**src/logic/mem_pkg.sv**
```systemverilog
`default_nettype none

package mem_pkg;

  // bus widths
  localparam int ADDR_W = 64;
  localparam int DATA_W = 64;
  localparam int STRB_W = DATA_W / 8;

  typedef logic [ADDR_W-1:0] addr_t;
  typedef logic [DATA_W-1:0] data_t;
  typedef logic [STRB_W-1:0] strb_t;

  // ram window, same start as the core reset pc
  localparam addr_t MEM_BASE = 64'h0000_0000_8000_0000;

  // 1024 words of 64 bits
  localparam int MEM_WORDS = 1024;
  localparam int WORD_IDX_W = $clog2(MEM_WORDS);

  // window size in bytes, for the range check
  localparam addr_t MEM_BYTES = 64'(MEM_WORDS * STRB_W);

  typedef logic [WORD_IDX_W-1:0] word_idx_t;

  // command queue between decoder and ram port
  localparam int FIFO_DEPTH = 4;
  localparam int FIFO_PTR_W = $clog2(FIFO_DEPTH);
  localparam int FIFO_CNT_W = $clog2(FIFO_DEPTH + 1);

endpackage

`default_nettype wire

```
**src/logic/cmd_decoder.sv**
```systemverilog
`timescale 1ns/10ps
`default_nettype none

module cmd_decoder import mem_pkg::*; (
  input  wire       clock,
  input  wire       reset,

  // core command channel
  input  wire       cmd_valid_i,
  output logic      cmd_ready_o,
  input  addr_t     cmd_addr_i,
  input  wire       cmd_wen_i,
  input  data_t     cmd_wdata_i,
  input  strb_t     cmd_wstrb_i,

  // decoded entry towards the fifo
  output logic      dec_valid_o,
  input  wire       dec_ready_i,
  output word_idx_t dec_idx_o,
  output logic      dec_wen_o,
  output data_t     dec_wdata_o,
  output data_t     dec_mask_o,
  output logic      dec_err_o
);

  addr_t     offset;
  logic      in_range;
  word_idx_t idx;
  data_t     mask;
  logic      accept;

  // offset from the window base, index from bits 12 to 3
  always_comb begin
    offset   = cmd_addr_i - MEM_BASE;
    in_range = (cmd_addr_i >= MEM_BASE) && (offset < MEM_BYTES);
    idx      = offset[WORD_IDX_W+2:3];
  end

  // one strobe bit covers one byte lane
  always_comb begin
    for (int b = 0; b < STRB_W; b++) begin
      mask[8*b +: 8] = {8{cmd_wstrb_i[b]}};
    end
  end

  // entry may refill in the cycle it drains
  assign cmd_ready_o = !dec_valid_o || dec_ready_i;
  assign accept      = cmd_valid_i && cmd_ready_o;

  always_ff @(posedge clock) begin
    if (reset) begin
      dec_valid_o <= 1'b0;
    end else if (accept) begin
      dec_valid_o <= 1'b1;
    end else if (dec_ready_i) begin
      dec_valid_o <= 1'b0;
    end
  end

  always_ff @(posedge clock) begin
    if (accept) begin
      dec_idx_o   <= in_range ? idx : '0;
      dec_wen_o   <= cmd_wen_i;
      dec_wdata_o <= cmd_wdata_i;
      // out of range entries must never touch the array
      dec_mask_o  <= in_range ? mask : '0;
      dec_err_o   <= !in_range;
    end
  end

endmodule

`default_nettype wire

```
**config.mk**
```make
export PLATFORM = sky130hd
export DESIGN_NAME = cmd_decoder
export DESIGN_NICKNAME = d
export VERILOG_FILES = /design/src/logic/mem_pkg.sv /design/src/logic/cmd_decoder.sv
export SDC_FILE = /design/constraint.sdc
export NUM_CORES = 1
export LEC_CHECK = 0
export BUFFER_PORTS_ARGS = -buffer_cell sky130_fd_sc_hd__buf_2
export CAP_MARGIN = 10
export CORE_AREA = 2 2 109 111
export DETAILED_ROUTE_END_ITERATION = 12
export DIE_AREA = 0 0 111 113
export PLACE_DENSITY = 0.66
export SYNTH_ARGS = -nofsm -noshare
export SYNTH_HDL_FRONTEND = slang
export SYNTH_SLANG_ARGS = --single-unit
```
**constraint.sdc**
```tcl
create_clock -name clock -period 7.1 [get_ports clock]
set_input_delay 0.355 -clock clock [delete_from_list [all_inputs] [get_ports clock]]
set_output_delay 0.355 -clock clock [all_outputs]
set_load 0.03 [all_outputs]
```
* Word level (Yosys, flattened, before mapping)
Cells that the tools add are included.
** Word-level totals
- Bits in registers :: 134
- Input bits :: 141
- Output and inout bits :: 142
- Word-level logic and storage cells :: 17
** Cells by class
- $add $sub $neg :: 1
- Muxes and demuxes :: 2
- Reductions and logical operators :: 6
- Magnitude comparators :: 2
** Operators by type and width (count)
- $ge 64x32->1 const B :: 1
- $lt 64x14->1 const B :: 1
- $sub 64x32->64 const B :: 1
- $logic_and 1x1->1 :: 2
- $logic_not 1->1 :: 2
- $mux 1 :: 2
- $reduce_bool 2->1 :: 1
- $logic_or 1x1->1 :: 1

* Logic depth before layout (Yosys ltp)
- Word-level depth :: 4
- Depth in mapped cells :: 10
- Depth with buffers taken out :: 8

* Worst setup path after synthesis
Ideal clock, no wire load.
- Path type :: register -> register
- Start :: register dec_valid_o
- End :: register dec_err_o (enable)
- Required time :: 6.649 ns
- Setup time :: 0.451 ns
- Buffers on the path :: 0
- Slack :: 3.904 ns
- Data arrival time :: 2.745 ns
- Period minus slack after synthesis :: 3.196 ns
- Stages on the path, launching flop included :: 3
- Cell sequence :: dfxtp_1 nand2b_1 and2_1
** Between the ends
- Word-level cells in the longest chain between the ends :: 3
** RTL lines
- from (decl) :: line cmd_decoder.sv:17 : output logic dec_valid_o,
- from (signal assigned) :: line cmd_decoder.sv:52 : dec_valid_o <= 1'b0;
- from (signal assigned) :: line cmd_decoder.sv:54 : dec_valid_o <= 1'b1;
- from (signal assigned) :: line cmd_decoder.sv:56 : dec_valid_o <= 1'b0;
- $logic_not 1->1 :: line cmd_decoder.sv:47 : assign cmd_ready_o = !dec_valid_o || dec_ready_i;
- $logic_or 1x1->1 :: line cmd_decoder.sv:47
- net cmd_ready_o :: line cmd_decoder.sv:10 : output logic cmd_ready_o,
- $logic_and 1x1->1 :: line cmd_decoder.sv:48 : assign accept = cmd_valid_i && cmd_ready_o;
- net accept :: line cmd_decoder.sv:30 : logic accept;
- to (signal assigned) :: line cmd_decoder.sv:67 : dec_err_o <= !in_range;
- to (decl) :: line cmd_decoder.sv:23 : output logic dec_err_o
The timed path passes the listed nets, and every way through them passes these cells.
A chain may end at the register's enable or synchronous reset.

* Worst setup path in the final report
- Start :: input cmd_addr_i[31]
- End :: register dec_idx_o[4] (data pin)
** Between the ends
- Word-level cells in the longest chain between the ends :: 3
- Elaborated cells between the ends (all ways) :: 4
- Those cells by class :: add/sub (1); order compare (2); reduce/logical (1)
** RTL lines
- from (decl) :: line cmd_decoder.sv:11 : input addr_t cmd_addr_i,
- $sub 64x32->64 :: line cmd_decoder.sv:34 : offset = cmd_addr_i - MEM_BASE;
- $lt 64x14->1 :: line cmd_decoder.sv:35 : in_range = (cmd_addr_i >= MEM_BASE) && (offset < MEM_BYTES);
- $logic_and 1x1->1 (*) :: line cmd_decoder.sv:35
- to (signal assigned) :: line cmd_decoder.sv:62 : dec_idx_o <= in_range ? idx : '0;
- to (decl) :: line cmd_decoder.sv:19 : output word_idx_t dec_idx_o,
Mark *: on every way between the ends. The rest lies on a longest branch, timed or not.

==> metrics.md <==
| Metric | Value |
|---|---|
| Layout cell share with drive strength beyond 1 | 0.649 |
| # nets final | 630 |
| Largest family of logic cells by synthesized area | simple AND/OR/NAND/NOR gates |
| FF-to-FF setup slack | 5.36 ns |
| Syn Area/Cell | between 10 and 15 sq um |
| Synth Flop Type | edfxtp_1 |
| Adder-cell area share of the yosys netlist | 0.00326 |
| Crit Path Class | input port to register |
| Core area | approximately 11000 sq um |
| Crit path DAT | 3.17 ns |
| Syn-to-layout area delta | 38.0% |
| Largest net degree at the start of global routing | 85 |
| Die Area | 12500 sq um |
| Pins Over Slew Limit | 0 |
| Reg-to-Reg Start | dec_valid_o$_SDFFE_PP0P_ |
| Antenna Cells | 0 |
| WP data required | 7.30 ns |
| Iteration-0 DRC Markers | 123 |
| Initial antenna violation count | 1 |
| CTS Root Cell | clkbuf_16 |
| First-pass GRT wire length | ~15000 um |
| Max Freq | ~340 MHz |
| HPWL Detailed | 8020 um |
| RSZ-0062 raised after global routing | false |
| Syn_nets | 400 |
| Cts bufs inserted | 9 |
| Pre-Repair DR Iteration Count | 4 |
| Multiplexer share of the synthesized area | 0.00293 |
| CP Depth | 9 |
| Worst r2r dst | dec_idx_o[6]$_SDFFCE_PN0P_ |
| Worst Setup End Kind | register |
| Crit share post-route | 0.418 |
| GRT Total Usage | 0.155 |
| Top cell type's share of synthesized area | 0.657 |
| Most frequent cells in the layout | buf_2, edfxtp_1, nor2_1, nor4_1, and4_1 |
| H-Tree Depth | 3 |
| Cts hold-fix bufs | 0 |
| Vias in the first global route | 2827 |
| XOR/XNOR Fraction of Synth Area | 0.00913 |
| Synthesized instance count | 258 |
| Congestion Overflow GR | 0 |
| Die Ht | 113 um |
| Fin util | 0.470 |
| Cell breakdown of the critical path | buf_2 -> inv_1 -> ha_1 -> nor3b_2 -> and4_1 -> xnor2_1 -> nand3_1 -> nor4_4 -> and4_2 |
| Pin slew with the least headroom to its limit | 1.08 ns |
| I/O pin cnt | 283 |
| Final hold vios | 0 |
| # rows | 39 |
| Leading cell type in the layout, fill and taps excluded | buf_2 |
| Pwr/cell area | 243 nW/um^2 |
| Worst setup path end | dec_idx_o[4]$_SDFFCE_PN0P_ |
| Leading area contributor after synthesis | edfxtp_1 |
| Max Root-Sink Buffers | 2 |
| Clk pin slew, worst setup/hold paths | 0.06 ns |
| Wire length per cell | 16.2 um |
| Antenna Nets Post-Route | 0 |
| Max transition margin | 0.277 |
| Final worst setup slack | 4.13 ns |
| VDD IR max | 0.165 mV |
| GPL Wtd Cong | 0.824 |
| Drt total wl | roughly 10000 um |
| CP max stage delay | 0.84 ns |
| Initial Util | 0.340 |
| Clock Sinks | 85 |
| Slowest stage cell, crit path | nor4_4 |
| Final min period | about 3 ns |
| Max Cap Viol | 0 |
| Worst-path fanout max | 19 |
| Syn. warnings | 0 |
| Crit path max-delay family | simple AND/OR/NAND/NOR gates |
| Post-synthesis register bit count | 85 |
| CP startpoint kind | input port |
| Post-synth EDFFs | 84 |
| R2R depth | 2 |
| DRC Markers | 0 |
| Sequential area share after synthesis | 0.663 |
| Async SR Flop Fraction | 0 |
| Synthesized area | 3840 sq um |
| Die W | 111 um |
| Final setup fails | 0 |
| Fin Hold WS | 0.168 ns |
| Post-cts resize count | 0 |
| Synth Area in Simple Gates | 0.163 |
| Via count | 3016 |
| P_leak | 2.38 nW |
| Drt via density | 4.74 |
| Hold crit path type | input port to register |
| Pre-CTS WS | 3.83 ns |
| Status | finished, final reports clean |
| CTS tree | done |
| Buf/Inv on CP | 2 |
| # Post-CTS Setup Buffers | 0 |
| IO Port Bufs | 279 |
| Distinct cells, synth | 48 |
| Skew-Pair Late Insertion Delay | 0.33 ns |
| Setup Skew | 0.00724 ns |
| Final setup TNS | 0 ns |
| Synth Area in Compound Gates | 0.0391 |
| Synth area leaders | edfxtp_1, buf_4, and4_1, and4_2, nor4_1 |
| CP startpoint | cmd_addr_i[31] |
state kept, by name, summed over array words and instances, names as in the netlist:
signal / cells
dec_valid_o: 1
dec_idx_o: 10
dec_err_o: 1
dec_mask_o: 8
dec_wdata_o: 64
dec_wen_o: 1
synth_stat cells, drive strengths merged (2+ instances only):
cell type,instances
a21oi,4
a32oi,2
and4,21
buf,58
clkbuf,2
edfxtp,84
inv,4
nand2,3
nand3,4
nand3b,2
nand4,3
nor2,13
nor3,5
nor4,15
nor4b,4
o21ai,3
o22ai,2
or4,5
xor2,3
final cells by class:
type | instances | area [sq um]
Inverter | 4 | 15.0
Timing Repair Buffer | 279 | 1400
Multi-Input combinational cell | 109 | 847
Fill cell | 1032 | 5980
Sequential cell | 85 | 2540
Tap cell | 143 | 179
Clock buffer | 11 | 253
Clock inverter | 5 | 63.8
power breakdown:
group	switching, W	total [W]	leakage (nW)	internal [W]
logic	0.000142	0.000205	1.41	0.0000622
clock network	0.000195	0.000490	0.153	0.000296
registers	0.00000967	0.000594	0.823	0.000585
total	0.000347	0.00129	2.38	0.000942
logic make-up after synthesis:
kind of cell	after synthesis
xor+xnor	4
simple gates	84
mux	1
flops	85
fa+ha+maj	1
compound gates	19
buf+inv	64
routing by layer:
metal | global-route usage | up-vias | share of wire
met5 | 0 | - | 0
li1 | - | 1421 | -
met3 | 0.0471 | 16 | 0.073
met4 | 0.0658 | 0 | 0.018
met2 | 0.282 | 148 | 0.53
met1 | 0.169 | 1431 | 0.38
worst min-delay path by stage:
stage                                   startpoint                        to  slack, ns  depth (start not counted)
after floorplan                              reset  dec_valid_o$_SDFFE_PP0P_       0.42                          1
after global placement    dec_valid_o$_SDFFE_PP0P_  dec_valid_o$_SDFFE_PP0P_       0.50                          2
after detailed placement                     reset  dec_valid_o$_SDFFE_PP0P_       0.52                          2
after CTS                                    reset  dec_valid_o$_SDFFE_PP0P_       0.15                          2
after global routing                         reset  dec_valid_o$_SDFFE_PP0P_       0.17                          2
final                                        reset  dec_valid_o$_SDFFE_PP0P_       0.17                          2
metrics by stage:
step	cells	total power, W	instance area [sq um]
2_1_floorplan	258	0.000741	3840
3_3_place_gp	620	0.000808	4980
3_5_place_dp	620	0.000812	4980
4_1_cts	636	0.00130	5300
5_1_grt	636	0.00133	5300
6_report	636	0.00129	5300
Power figures use the tool's default switching activity.
