<file path="src/logic/mem_pkg.sv">
`default_nettype none

package mem_pkg;

  // bus widths
  localparam int ADDR_W = 64;
  localparam int DATA_W = 64;
  localparam int STRB_W = DATA_W / 8;

  typedef logic [ADDR_W-1:0] addr_t;
  typedef logic [DATA_W-1:0] data_t;
  typedef logic [STRB_W-1:0] strb_t;

  // ram window, same start as the core reset pc
  localparam addr_t MEM_BASE = 64'h0000_0000_8000_0000;

  // 1024 words of 64 bits
  localparam int MEM_WORDS = 1024;
  localparam int WORD_IDX_W = $clog2(MEM_WORDS);

  // window size in bytes, for the range check
  localparam addr_t MEM_BYTES = 64'(MEM_WORDS * STRB_W);

  typedef logic [WORD_IDX_W-1:0] word_idx_t;

  // command queue between decoder and ram port
  localparam int FIFO_DEPTH = 4;
  localparam int FIFO_PTR_W = $clog2(FIFO_DEPTH);
  localparam int FIFO_CNT_W = $clog2(FIFO_DEPTH + 1);

endpackage

`default_nettype wire

</file>
<file path="src/logic/cmd_fifo.sv">
`timescale 1ns/10ps
`default_nettype none

module cmd_fifo import mem_pkg::*; (
  input  wire       clock,
  input  wire       reset,

  input  wire       push_valid_i,
  output logic      push_ready_o,
  input  word_idx_t push_idx_i,
  input  wire       push_wen_i,
  input  data_t     push_wdata_i,
  input  data_t     push_mask_i,
  input  wire       push_err_i,

  output logic      pop_valid_o,
  input  wire       pop_ready_i,
  output word_idx_t pop_idx_o,
  output logic      pop_wen_o,
  output data_t     pop_wdata_o,
  output data_t     pop_mask_o,
  output logic      pop_err_o
);

  word_idx_t idx_q   [FIFO_DEPTH];
  logic      wen_q   [FIFO_DEPTH];
  data_t     wdata_q [FIFO_DEPTH];
  data_t     mask_q  [FIFO_DEPTH];
  logic      err_q   [FIFO_DEPTH];

  logic [FIFO_PTR_W-1:0] wr_ptr;
  logic [FIFO_PTR_W-1:0] rd_ptr;
  logic [FIFO_CNT_W-1:0] count;
  logic                  push;
  logic                  pop;

  function automatic logic [FIFO_PTR_W-1:0] next_ptr(input logic [FIFO_PTR_W-1:0] ptr);
    if (ptr == FIFO_PTR_W'(FIFO_DEPTH - 1)) begin
      return '0;
    end
    return ptr + 1'b1;
  endfunction

  // full queue still takes a push when the head leaves
  assign push_ready_o = (count != FIFO_CNT_W'(FIFO_DEPTH)) || pop_ready_i;
  assign pop_valid_o  = (count != '0);
  assign push         = push_valid_i && push_ready_o;
  assign pop          = pop_valid_o && pop_ready_i;

  always_ff @(posedge clock) begin
    if (reset) begin
      wr_ptr <= '0;
      rd_ptr <= '0;
      count  <= '0;
    end else begin
      if (push) begin
        wr_ptr <= next_ptr(wr_ptr);
      end
      if (pop) begin
        rd_ptr <= next_ptr(rd_ptr);
      end
      case ({push, pop})
        2'b10:   count <= count + 1'b1;
        2'b01:   count <= count - 1'b1;
        default: count <= count;
      endcase
    end
  end

  always_ff @(posedge clock) begin
    if (push) begin
      idx_q[wr_ptr]   <= push_idx_i;
      wen_q[wr_ptr]   <= push_wen_i;
      wdata_q[wr_ptr] <= push_wdata_i;
      mask_q[wr_ptr]  <= push_mask_i;
      err_q[wr_ptr]   <= push_err_i;
    end
  end

  assign pop_idx_o   = idx_q[rd_ptr];
  assign pop_wen_o   = wen_q[rd_ptr];
  assign pop_wdata_o = wdata_q[rd_ptr];
  assign pop_mask_o  = mask_q[rd_ptr];
  assign pop_err_o   = err_q[rd_ptr];

endmodule

`default_nettype wire

</file>
<file path="config.mk">
export PLATFORM = sky130hd
export DESIGN_NAME = cmd_fifo
export DESIGN_NICKNAME = d
export VERILOG_FILES = /design/src/logic/mem_pkg.sv /design/src/logic/cmd_fifo.sv
export SDC_FILE = /design/constraint.sdc
export NUM_CORES = 1
export LEC_CHECK = 0
export BUFFER_PORTS_ARGS = -buffer_cell sky130_fd_sc_hd__clkbuf_2
export CAP_MARGIN = 10
export CELL_PAD_IN_SITES_DETAIL_PLACEMENT = 0
export CELL_PAD_IN_SITES_GLOBAL_PLACEMENT = 2
export CORE_MARGIN = 2
export CORE_UTILIZATION = 45
export DETAILED_ROUTE_END_ITERATION = 8
export PLACE_DENSITY_LB_ADDON = 0.1
export SLEW_MARGIN = 20
export SYNTH_ARGS = -nofsm -noshare
export SYNTH_HDL_FRONTEND = slang
export SYNTH_SLANG_ARGS = --single-unit
</file>
<file path="constraint.sdc">
create_clock -name clock -period 6.15 [get_ports clock]
set_clock_uncertainty 0.15 [all_clocks]
set_input_delay 0.3075 -clock clock [delete_from_list [all_inputs] [get_ports clock]]
set_output_delay 0.3075 -clock clock [all_outputs]
set_load 0.05 [all_outputs]
</file>
# Word level (Yosys, flattened, before mapping)
# Memories as Yosys holds them, arrays and structs flattened. A register that Yosys moved wholly into a read port is not among the register bits.
# Cells that the tools add are included.
# classes
add_sub_neg	4
n_eq_ne	5
muxes	23
reduce_logical	5
# op_table
operator	n
$mux W2	14
$mux W1	8
$eq A2 B2 Y1 const B	3
$pmux W3 S2	1
$add A2 B1 Y2 const B	2
$add A3 B1 Y3 const B	1
$ne A3 B3 Y1 const B	1
$reduce_bool A3 Y1	1
$sub A3 B1 Y3 const B	1
$eq A2 B1 Y1 const B	1
$logic_and A1 B1 Y1	2
$reduce_bool A2 Y1	1
$logic_or A1 B1 Y1	1
# word_totals
reg_bits	7
ram_bits	560
inputBits	144
mem_count	5
# mem_list
name	words	width	read_ports	rd_ports_with_merged_regs	write_ports	line	rtl
mask_q	4	64	1	1	1	cmd_fifo.sv:28	data_t mask_q [FIFO_DEPTH];
wdata_q	4	64	1	1	1	cmd_fifo.sv:27	data_t wdata_q [FIFO_DEPTH];
idx_q	4	10	1	1	1	cmd_fifo.sv:25	word_idx_t idx_q [FIFO_DEPTH];
err_q	4	1	1	1	1	cmd_fifo.sv:29	logic err_q [FIFO_DEPTH];
wen_q	4	1	1	1	1	cmd_fifo.sv:26	logic wen_q [FIFO_DEPTH];

# Longest topological paths before layout
# Gate-level depths: netlist (run 1).
# logic_depth
depth_word	7
depth_mapped	10
depth_no_buf	9

# Worst setup path after synthesis (run 1)
# OpenSTA, ideal clock, no wires.
# synth_path
path_type	flip-flop to flip-flop
startpoint	register count[0]
endpoint	memory err_q[3] (enable)
setup_ns	0.517
arrival_time_ns	4.105
required_time_ns	5.483
path_slack_ns	1.378
stages_incl_launch_ff	4
n_path_buf	1
synth_period_minus_slack_ns	4.772
cell_sequence	dfxtp_1 > or4b_1 > buf_2 > and3_1
# synth_between
elab_chain_len	5
# synth_rtl
item	line	rtl
start: declaration	cmd_fifo.sv:33	logic [FIFO_CNT_W-1:0] count;
start signal: assignment	cmd_fifo.sv:63	2'b10: count <= count + 1'b1;
start signal: assignment	cmd_fifo.sv:64	2'b01: count <= count - 1'b1;
start signal: assignment	cmd_fifo.sv:65	default: count <= count;
$ne A3 B3 Y1	cmd_fifo.sv:45	assign push_ready_o = (count != FIFO_CNT_W'(FIFO_DEPTH)) || pop_ready_i;
$logic_or A1 B1 Y1	cmd_fifo.sv:45	
named net push_ready_o	cmd_fifo.sv:9	output logic push_ready_o,
$logic_and A1 B1 Y1	cmd_fifo.sv:47	assign push = push_valid_i && push_ready_o;
$mux W1	cmd_fifo.sv:71	if (push) begin
$mux W1 (implied by the code)	cmd_fifo.sv:76	err_q[wr_ptr] <= push_err_i;
end: declaration	cmd_fifo.sv:29	
# The timed path passes the listed nets, and every way through them passes these cells.

==> results of run 1 <==
## worst register-to-register path: cells and delay by family, from the launching register on
kind | cells | cell delay, ns
compound gates | 1 | 0.14
buf+inv | 2 | 0.11
flops | 1 | 0.33
xor+xnor | 1 | 0.15
simple gates | 3 | 1.26
fa+ha+maj | 2 | 0.54
## routing by layer
metal / track usage, % / vias up
met1: 24.8 / 5032
met2: 28.2 / 262
met3: 4.23 / 65
met5: 0 / -
li1: - / 4327
met4: 5.17 / 6
## cells in the final DEF (no fill, tap or decap), types with 2 or more instances in the layout
| cell type | count |
|---|---|
| clkbuf_1 | 10 |
| clkbuf_16 | 59 |
| or3_1 | 2 |
| edfxtp_1 | 560 |
| clkinv_1 | 18 |
| inv_1 | 7 |
| nor2_1 | 4 |
| ha_1 | 6 |
| clkbuf_2 | 285 |
| dfxtp_1 | 7 |
| a21oi_1 | 3 |
| dlygate4sd3_1 | 143 |
| clkinv_2 | 6 |
| dfxtp_4 | 2 |
| clkinv_4 | 2 |
| mux4_2 | 140 |
| bufinv_16 | 4 |
| and3_4 | 4 |
| xor2_1 | 2 |
| buf_12 | 6 |
| o31ai_2 | 2 |
## cells by family after synthesis
| group | synth area share, % |
|---|---|
| flops | 82.3 |
| mux | 15.3 |
| buf+inv | 1.02 |
| simple gates | 0.509 |
| compound gates | 0.255 |
| fa+ha+maj | 0.461 |
| xor+xnor | 0.0849 |
## where the power goes
part | switching (mW) | internal [mW] | total (mW)
clock network | 1.35 | 1.90 | 3.25
logic | 1.99 | 0.870 | 2.86
registers | 0.0825 | 4.56 | 4.64
## state kept, by name, summed over array words and instances (netlist names), named ones only
register	cells
wdata_q	256
err_q	4
wen_q	4
rd_ptr	2
count	3
mask_q	256
idx_q	40
wr_ptr	2
## cell type report
| class | instances | area (sq um) | share of cell area (%) |
|---|---|---|---|
| antenna | 1 | 2.50 | 0.00963 |
| clock inverter | 31 | 244 | 0.939 |
| inverter | 7 | 26.3 | 0.101 |
| multi-input combinational | 174 | 3450 | 13.3 |
| tap | 600 | 751 | 2.89 |
| sequential | 569 | 17000 | 65.5 |
| timing repair buffer | 435 | 2990 | 11.5 |
| clock buffer | 69 | 1510 | 5.83 |
## worst max path at each step
stage,from,to,slack (ns),cells after the start
finish,register,pop_wdata_o[43],2.74,3
global route,register,pop_wdata_o[43],2.52,3
CTS,register,pop_wdata_o[43],2.63,3
detailed placement,register,pop_wdata_o[43],3.29,3
global placement,register,pop_wdata_o[43],3.30,3
floorplan,count[0],err_q[3],1.38,3
==> results.toml, run 1 <==
[place]
placed_area_sq_um = 22800
place_inst = 1642
preCtsSetupSlack_ns = 3.29
port-buffer-count = 285
dp_hpwl_mm = 23.4
routabilityCongestion = 0.695

[cts]
post_cts_buffers = 0
cts_max_path_buffers = 3
cts_buffers = 57
clk_pin_slew_ns = 0.06
insertion_delay_ns = 0.59
ctsHoldBuffers = 143
cts_max_level = 2
cts_resized = 0
root_buffer = "clkbuf_16"
cts.sinks = 569
cts_tree = "done"

[global_routing]
track_usage_pct = 17.8
antenna_found_initial = 3
grt.overflow.total = 0
grt_pass1_vias = 10242
grt_pass1_wl_mm = 62.9
grt_max_degree = 141

[routing]
vias_per_cell = 5.14
wl_met3_mm = 2.47
firstDrtPassIters = 4
ant_nets = 0
drc = 0
wl_met1_mm = 18.0
dr_wl_met2_mm = 20.4
drt_iter0_markers = 682
drt_wl_total_mm = 41.8
vias = 9692
route.detailed.wl_per_inst_microns = 22.1
top_layer = "met5"

[worst_hold_path]
min_from = "push_err_i"
whs_path_depth = 2
hold_path.class = "in2reg"
worstHoldEndpoint = "err_q[1]"

[timing]
finalSetupViolations = 0
hold-worst-slack_ns = 0.323
relSlewSlack_pct = 22.0
rsz0062_at_grt = "false"
period_share_pct = 55.5
tightestPinTransition_ns = 1.17
fmax_ghz = 0.293
fin_ws_ns = 2.74
slew_viol_final = 0
setup_tns_ns = 0
final_hold_viol_count = 0
layout_min_cycle_time_ns = 3.41

[synthesis]
syn-cell-area_sq_um = 20600
ys_warn_count = 0
syn_area_per_cell_sq_um = 26.3
syn-num-nets = 935
synth_area_leader_cell = "edfxtp_1"
async_reset_ff_share_pct = 0
syn_inst = 784
synthTopCellsByArea = "edfxtp_1 81%, mux4_2 15%, dfxtp_1 0.87%"
yosysSeqAreaShare_pct = 82.3
synth.top_cell.area_share_pct = 81.5
ys_ff_latch = 569
yosysUniqueCellTypes = 26
synth_edf_count = 560
synth_ff_type = "edfxtp_1"
synthTopCellsByCount = "560 x edfxtp_1, 140 x mux4_2, 16 x buf_2"
synth.most_common_cell = "edfxtp_1"

[cells_and_area]
stdcell_count = 1886
drive_gt1_share_pct = 40.0
finalNetCount = 1395
area_delta_synth_final_pct = 25.8
nFillCells = 3409
final_util_pct = 57.4
stdcell_area_sq_um = 26000

[worst_setup_path]
r2r_cells = 9
cp_max_fo = 47
crit_buf_inv = 2
slowest_delay_ns = 0.82
slowest_stage = "buf_4"
rr_startpoint = "count[1]"
reg2reg_to = "count[2]"
crit_family = "buffers and inverters"
path_cells = "buf_4 > mux4_2 > clkbuf_2"
endpoint_kind = "primary output"
rrSetupSlack_ns = 3.40
required_ns = 5.69
critPathLaunchType = "register"
crit_arrival_ns = 2.96
critPathKind = "reg2out"

[power_and_ir_drop]
vdd_drop_max_v = 0.000262
p_leak_nw = 8.79
p_per_area_nw_per_um2 = 414
total_power_mw = 10.8

[floorplanning]
fp.dieW_microns = 218
std_cell_rows = 78
die-height_microns = 218
die_area_sq_um = 47600
core_area_sq_um = 45300
io_pins = 286
start_util_pct = 45.6

[job]
maxCapViolCount = 0

[outcome]
status = "finished clean"
(Power assumes the default switching activity.)
==> run 2: changes to the inputs <==
==> constraint.sdc (replaced) <==
create_clock -name clock -period 3.4 [get_ports clock]
set_clock_uncertainty 0.15 [all_clocks]
set_input_delay 0.17 -clock clock [delete_from_list [all_inputs] [get_ports clock]]
set_output_delay 0.17 -clock clock [all_outputs]
set_load 0.05 [all_outputs]
==> run 2 against run 1 <==
Compared with the run above: via count is 0.65% higher; worst hold slack got worse by 0.14 ns; core utilization increased by 0.27 points; power is 80% higher; clock power up 75%; cell count up 0.95%; largest cell class unchanged; highest routed layer is now met4.
==> results.toml, run 2 (same netlist as run 1, synthesis figures left out) <==
[outcome]
status = "finished clean"

[cts]
cts_max_path_buffers = 3
ctsHoldBuffers = 143
post_cts_buffers = 0
insertion_delay_ns = 0.59
cts_resized = 0
cts.sinks = 569
cts_buffers = 57
clk_pin_slew_ns = 0.06
cts_tree = "done"
root_buffer = "clkbuf_16"
cts_max_level = 2

[timing]
slew_viol_final = 0
finalSetupViolations = 0
rsz0062_at_grt = "false"
tightestPinTransition_ns = 1.02
period_share_pct = 81.4
fmax_ghz = 0.361
setup_tns_ns = 0
final_hold_viol_count = 0
layout_min_cycle_time_ns = 2.77
hold-worst-slack_ns = 0.185
relSlewSlack_pct = 32.2
fin_ws_ns = 0.632

[routing]
drt_wl_total_mm = 41.1
firstDrtPassIters = 6
vias = 9755
drt_iter0_markers = 669
ant_nets = 0
route.detailed.wl_per_inst_microns = 21.6
vias_per_cell = 5.12
drc = 0

[worst_setup_path]
path_cells = "buf_12 > mux4_2 > clkbuf_2"
crit_arrival_ns = 2.45
crit_family = "buffers and inverters"
critPathKind = "reg2out"
critPathLaunchType = "register"
required_ns = 3.08
slowest_delay_ns = 0.60
cp_max_fo = 40
endpoint_kind = "primary output"
slowest_stage = "dfxtp_4"
crit_buf_inv = 2

[floorplanning]
fp.dieW_microns = 218
die_area_sq_um = 47600
core_area_sq_um = 45300
start_util_pct = 45.6
die-height_microns = 218
std_cell_rows = 78
io_pins = 286

[cells_and_area]
stdcell_count = 1904
area_delta_synth_final_pct = 26.4
final_common_cell = "edfxtp_1"
stdcell_area_sq_um = 26100
drive_gt1_share_pct = 40.7
final_util_pct = 57.6
top_regs = "mask_q x256, wdata_q x256, idx_q x40"
finalNetCount = 1407
final_cell_mix = "560 x edfxtp_1, 285 x clkbuf_2, 143 x dlygate4sd3_1"
nFillCells = 3448

[global_routing]
grt_max_degree = 70
antenna_found_initial = 2
grt_pass1_vias = 10456
track_usage_pct = 17.6
grt.overflow.total = 0
grt_pass1_wl_mm = 62.3

[worst_hold_path]
hold_path.class = "in2reg"

[place]
routabilityCongestion = 0.730
place_inst = 1654
port-buffer-count = 285
preCtsSetupSlack_ns = 0.662
dp_hpwl_mm = 24.2
placed_area_sq_um = 23000

[power_and_ir_drop]
p_leak_nw = 8.86
total_power_mw = 19.3
vdd_drop_max_v = 0.000538
p_per_area_nw_per_um2 = 741

[job]
maxCapViolCount = 0
## run 2: power breakdown
| group | internal, mW | leakage (nW) | total, mW | switching (mW) |
|---|---|---|---|---|
| combinational | 1.64 | 2.80 | 5.21 | 3.56 |
| clock | 3.23 | 0.843 | 5.70 | 2.47 |
| sequential | 8.24 | 5.22 | 8.42 | 0.180 |
| total | 13.1 | 8.86 | 19.3 | 6.22 |
## run 2: final cells by class
cell class                 instances  area, sq um  share of cell area [%]
sequential                       569        17000                    65.1
multi-input combinational        174         3450                    13.2
timing repair buffer             447         3160                    12.1
clock buffer                      73         1530                    5.86
tap                              600          751                    2.88
clock inverter                    31          170                   0.652
inverter                           7         26.3                   0.101
antenna                            3         7.51                  0.0288
## run 2: final timing paths
path                                        from              to  slack, ns  depth (start not counted)
worst min register to register         rd_ptr[0]        register       0.34                          2
worst max-delay path                    register  pop_mask_o[46]       0.63                          3
worst min-delay path            push_wdata_i[26]  wdata_q[3][26]       0.19                          2
worst max register to register          count[1]        count[2]       0.66                          9
## run 2: routing by layer
| layer | routed length, microns | track usage (%) | share of wire [%] | vias to the layer above |
|---|---|---|---|---|
| li1 | - | - | - | 4356 |
| met1 | 17400 | 23.4 | 42 | 5106 |
| met2 | 20200 | 28.5 | 49 | 237 |
| met3 | 2700 | 5.25 | 6.6 | 56 |
| met4 | 694 | 4.60 | 1.7 | 0 |
| met5 | 0 | 0 | 0 | - |
==> run 3: changes to the inputs <==
--- a/config.mk
+++ b/config.mk
@@ -10,7 +10,7 @@
 export CELL_PAD_IN_SITES_DETAIL_PLACEMENT = 0
 export CELL_PAD_IN_SITES_GLOBAL_PLACEMENT = 2
 export CORE_MARGIN = 2
-export CORE_UTILIZATION = 45
+export CORE_UTILIZATION = 41
 export DETAILED_ROUTE_END_ITERATION = 8
 export PLACE_DENSITY_LB_ADDON = 0.1
 export SLEW_MARGIN = 20
==> constraint.sdc (replaced) <==
create_clock -name clock -period 2.35 [get_ports clock]
set_clock_uncertainty 0.15 [all_clocks]
set_input_delay 0.1175 -clock clock [delete_from_list [all_inputs] [get_ports clock]]
set_output_delay 0.1175 -clock clock [all_outputs]
set_load 0.05 [all_outputs]
==> run 3 against run 2 <==
Compared with the run above: critical path type unchanged; sequential cell count unchanged; global-route usage fell by 0.56 points; non-clock buffer count rose by 50; the flow now finishes with violations (negative setup slack); count of clock-buffer cells in the layout grew 1.
==> results.toml, run 3 (same netlist as run 1, synthesis figures left out) <==
[cells_and_area]
final_cell_mix = "560 x edfxtp_1, 145 x clkbuf_2, 144 x dlygate4sd3_1"
nFillCells = 3795
final_common_cell = "edfxtp_1"
drive_gt1_share_pct = 43.5
finalNetCount = 1460
area_delta_synth_final_pct = 38.2
seqCellArea_sq_um = 17000
multi_input_area_sq_um = 3470
top_regs = "mask_q x256, wdata_q x256, idx_q x40"

[routing]
drt_iter0_markers = 520
firstDrtPassIters = 4
route.detailed.wl_per_inst_microns = 21.8
vias_per_cell = 4.93
vias = 10001
drc = 0
drt_wl_total_mm = 44.2
ant_nets = 0

[outcome]
status = "finished with violations"
violations = "negative setup slack"

[power_and_ir_drop]
vdd_drop_max_v = 0.000652
p_comb_share_pct = 33.6
swShare_pct = 30.6
p_leak_nw = 9.77
sequentialPowerShare_pct = 38.3
power_frac_clock_pct = 28.1
p_per_area_nw_per_um2 = 1100
p_switching_mw = 9.64
p_int_mw = 21.8

[floorplanning]
core_area_sq_um = 50000
start_util_pct = 41.3
io_pins = 286
std_cell_rows = 82
die_area_sq_um = 52200
fp.dieW_microns = 228
die-height_microns = 228

[timing]
final_hold_viol_count = 0
slew_viol_final = 0
finalSetupViolations = 85
fmax_ghz = 0.411
relSlewSlack_pct = 61.9
layout_min_cycle_time_ns = 2.43
hold-worst-slack_ns = 0.127
fin_ws_ns = -0.0820
period_share_pct = 103
setup_tns_ns = -3.29
tightestPinTransition_ns = 0.572
rsz0062_at_grt = "true"

[cts]
clk_pin_slew_ns = 0.06
cts_buffers = 60
cts_tree = "done"
root_buffer = "clkbuf_16"
insertion_delay_ns = 0.60
cts.sinks = 569
cts_max_path_buffers = 3
cts_max_level = 2

[worst_setup_path]
r2r_cells = 9
crit_arrival_ns = 2.16
critPathLaunchType = "register"
cp_max_fo = 8
endpoint_kind = "primary output"
critPathKind = "reg2out"
rrSetupSlack_ns = 0.06
reg2reg_to = "count[2]"
rr_startpoint = "count[0]"
required_ns = 2.08

[place]
port-buffer-count = 285
routabilityCongestion = 0.712
dp_hpwl_mm = 25.2

[global_routing]
grt_pass1_vias = 10863
antenna_found_initial = 3
grt_pass1_wl_mm = 66.8
grt.overflow.total = 0
grt_max_degree = 79
track_usage_pct = 17.0

[worst_hold_path]
whs_path_depth = 2
worstHoldEndpoint = "wdata_q[1][21]"
min_from = "push_wdata_i[21]"
hold_path.class = "in2reg"

[job]
maxCapViolCount = 0
-- run 3: cell count changes in the layout (fill, tap and decap cells not counted), sizes merged --
cell,previous run,this run
clkinv,29,30
buf,19,158
clkbuf,358,269
bufinv,1,4
dlygate4sd3,143,144
diode,3,1
clkinvlp,0,1
-- run 3: cell type report --
class	count	share of cell area, %
well taps	672	2.95
clock inverters	36	0.943
inverters	7	0.0921
diodes	1	0.00877
clock buffers	74	5.52
repair buffers	497	18.7
flip-flops and latches	569	59.6
multi-input cells	174	12.2
-- run 3: worst max path at each step --
| stage | startpoint | end | slack (ns) |
|---|---|---|---|
| floorplan | count[0] | count[2] | -0.15 |
| finish | register | pop_wdata_o[7] | -0.08 |
| detailed placement | count[0] | count[2] | 0.006 |
| global route | register | pop_wdata_o[7] | -0.18 |
| global placement | count[0] | count[2] | -0.02 |
| CTS | register | pop_wdata_o[28] | -0.18 |
-- run 3: per-layer routing --
metal | routed length (microns) | GRT usage (%) | part of all wire (%) | up-vias
met1 | 19200 | 23.0 | 43 | 5254
met2 | 22000 | 27.9 | 50 | 217
met3 | 2130 | 3.72 | 4.8 | 66
met4 | 817 | 5.11 | 1.8 | 4
li1 | - | - | - | 4460
met5 | 27 | 0 | 0.061 | -
-- run 3: through the flow --
step                instance area, sq um  setup WS (ns)  cells  power [mW]  utilization [%]
global placement                   23300        -0.0235   1749        20.1             46.7
floorplan                          20700         -0.150    784        18.0                -
finish                             28500        -0.0820   2030        31.5             57.1
global route                       28500         -0.177   2030        32.7             57.1
detailed placement                 23300        0.00560   1749        20.1             46.7
CTS                                28200         -0.177   2022        31.3             56.5
-- run 3: worst max-delay path, cell delays in order (launching register included) --
cell,delay [ns]
dfxtp_4,0.37
buf_12,0.14
buf_16,0.17
clkbuf_16,0.18
mux4_2,0.52
buf_8,0.17
-- run 3: timing repair --
action	CTS	global route
cloned	6	6
endpoints found under the hold margin	578	0
resized for setup	297	108
setup buffers	13	2
hold buffers	144	0
pin swaps	3	1
setup endpoints to repair	141	141
-- run 3: power groups by stage --
stage               Clock [mW]  Sequential (mW)  Combinational (mW)
global placement             0             12.3                7.84
global route              9.49             12.1                11.1
CTS                       9.11             12.1                10.1
floorplan                    0             12.3                5.75
finish                    8.84             12.1                10.6
detailed placement           0             12.3                7.84
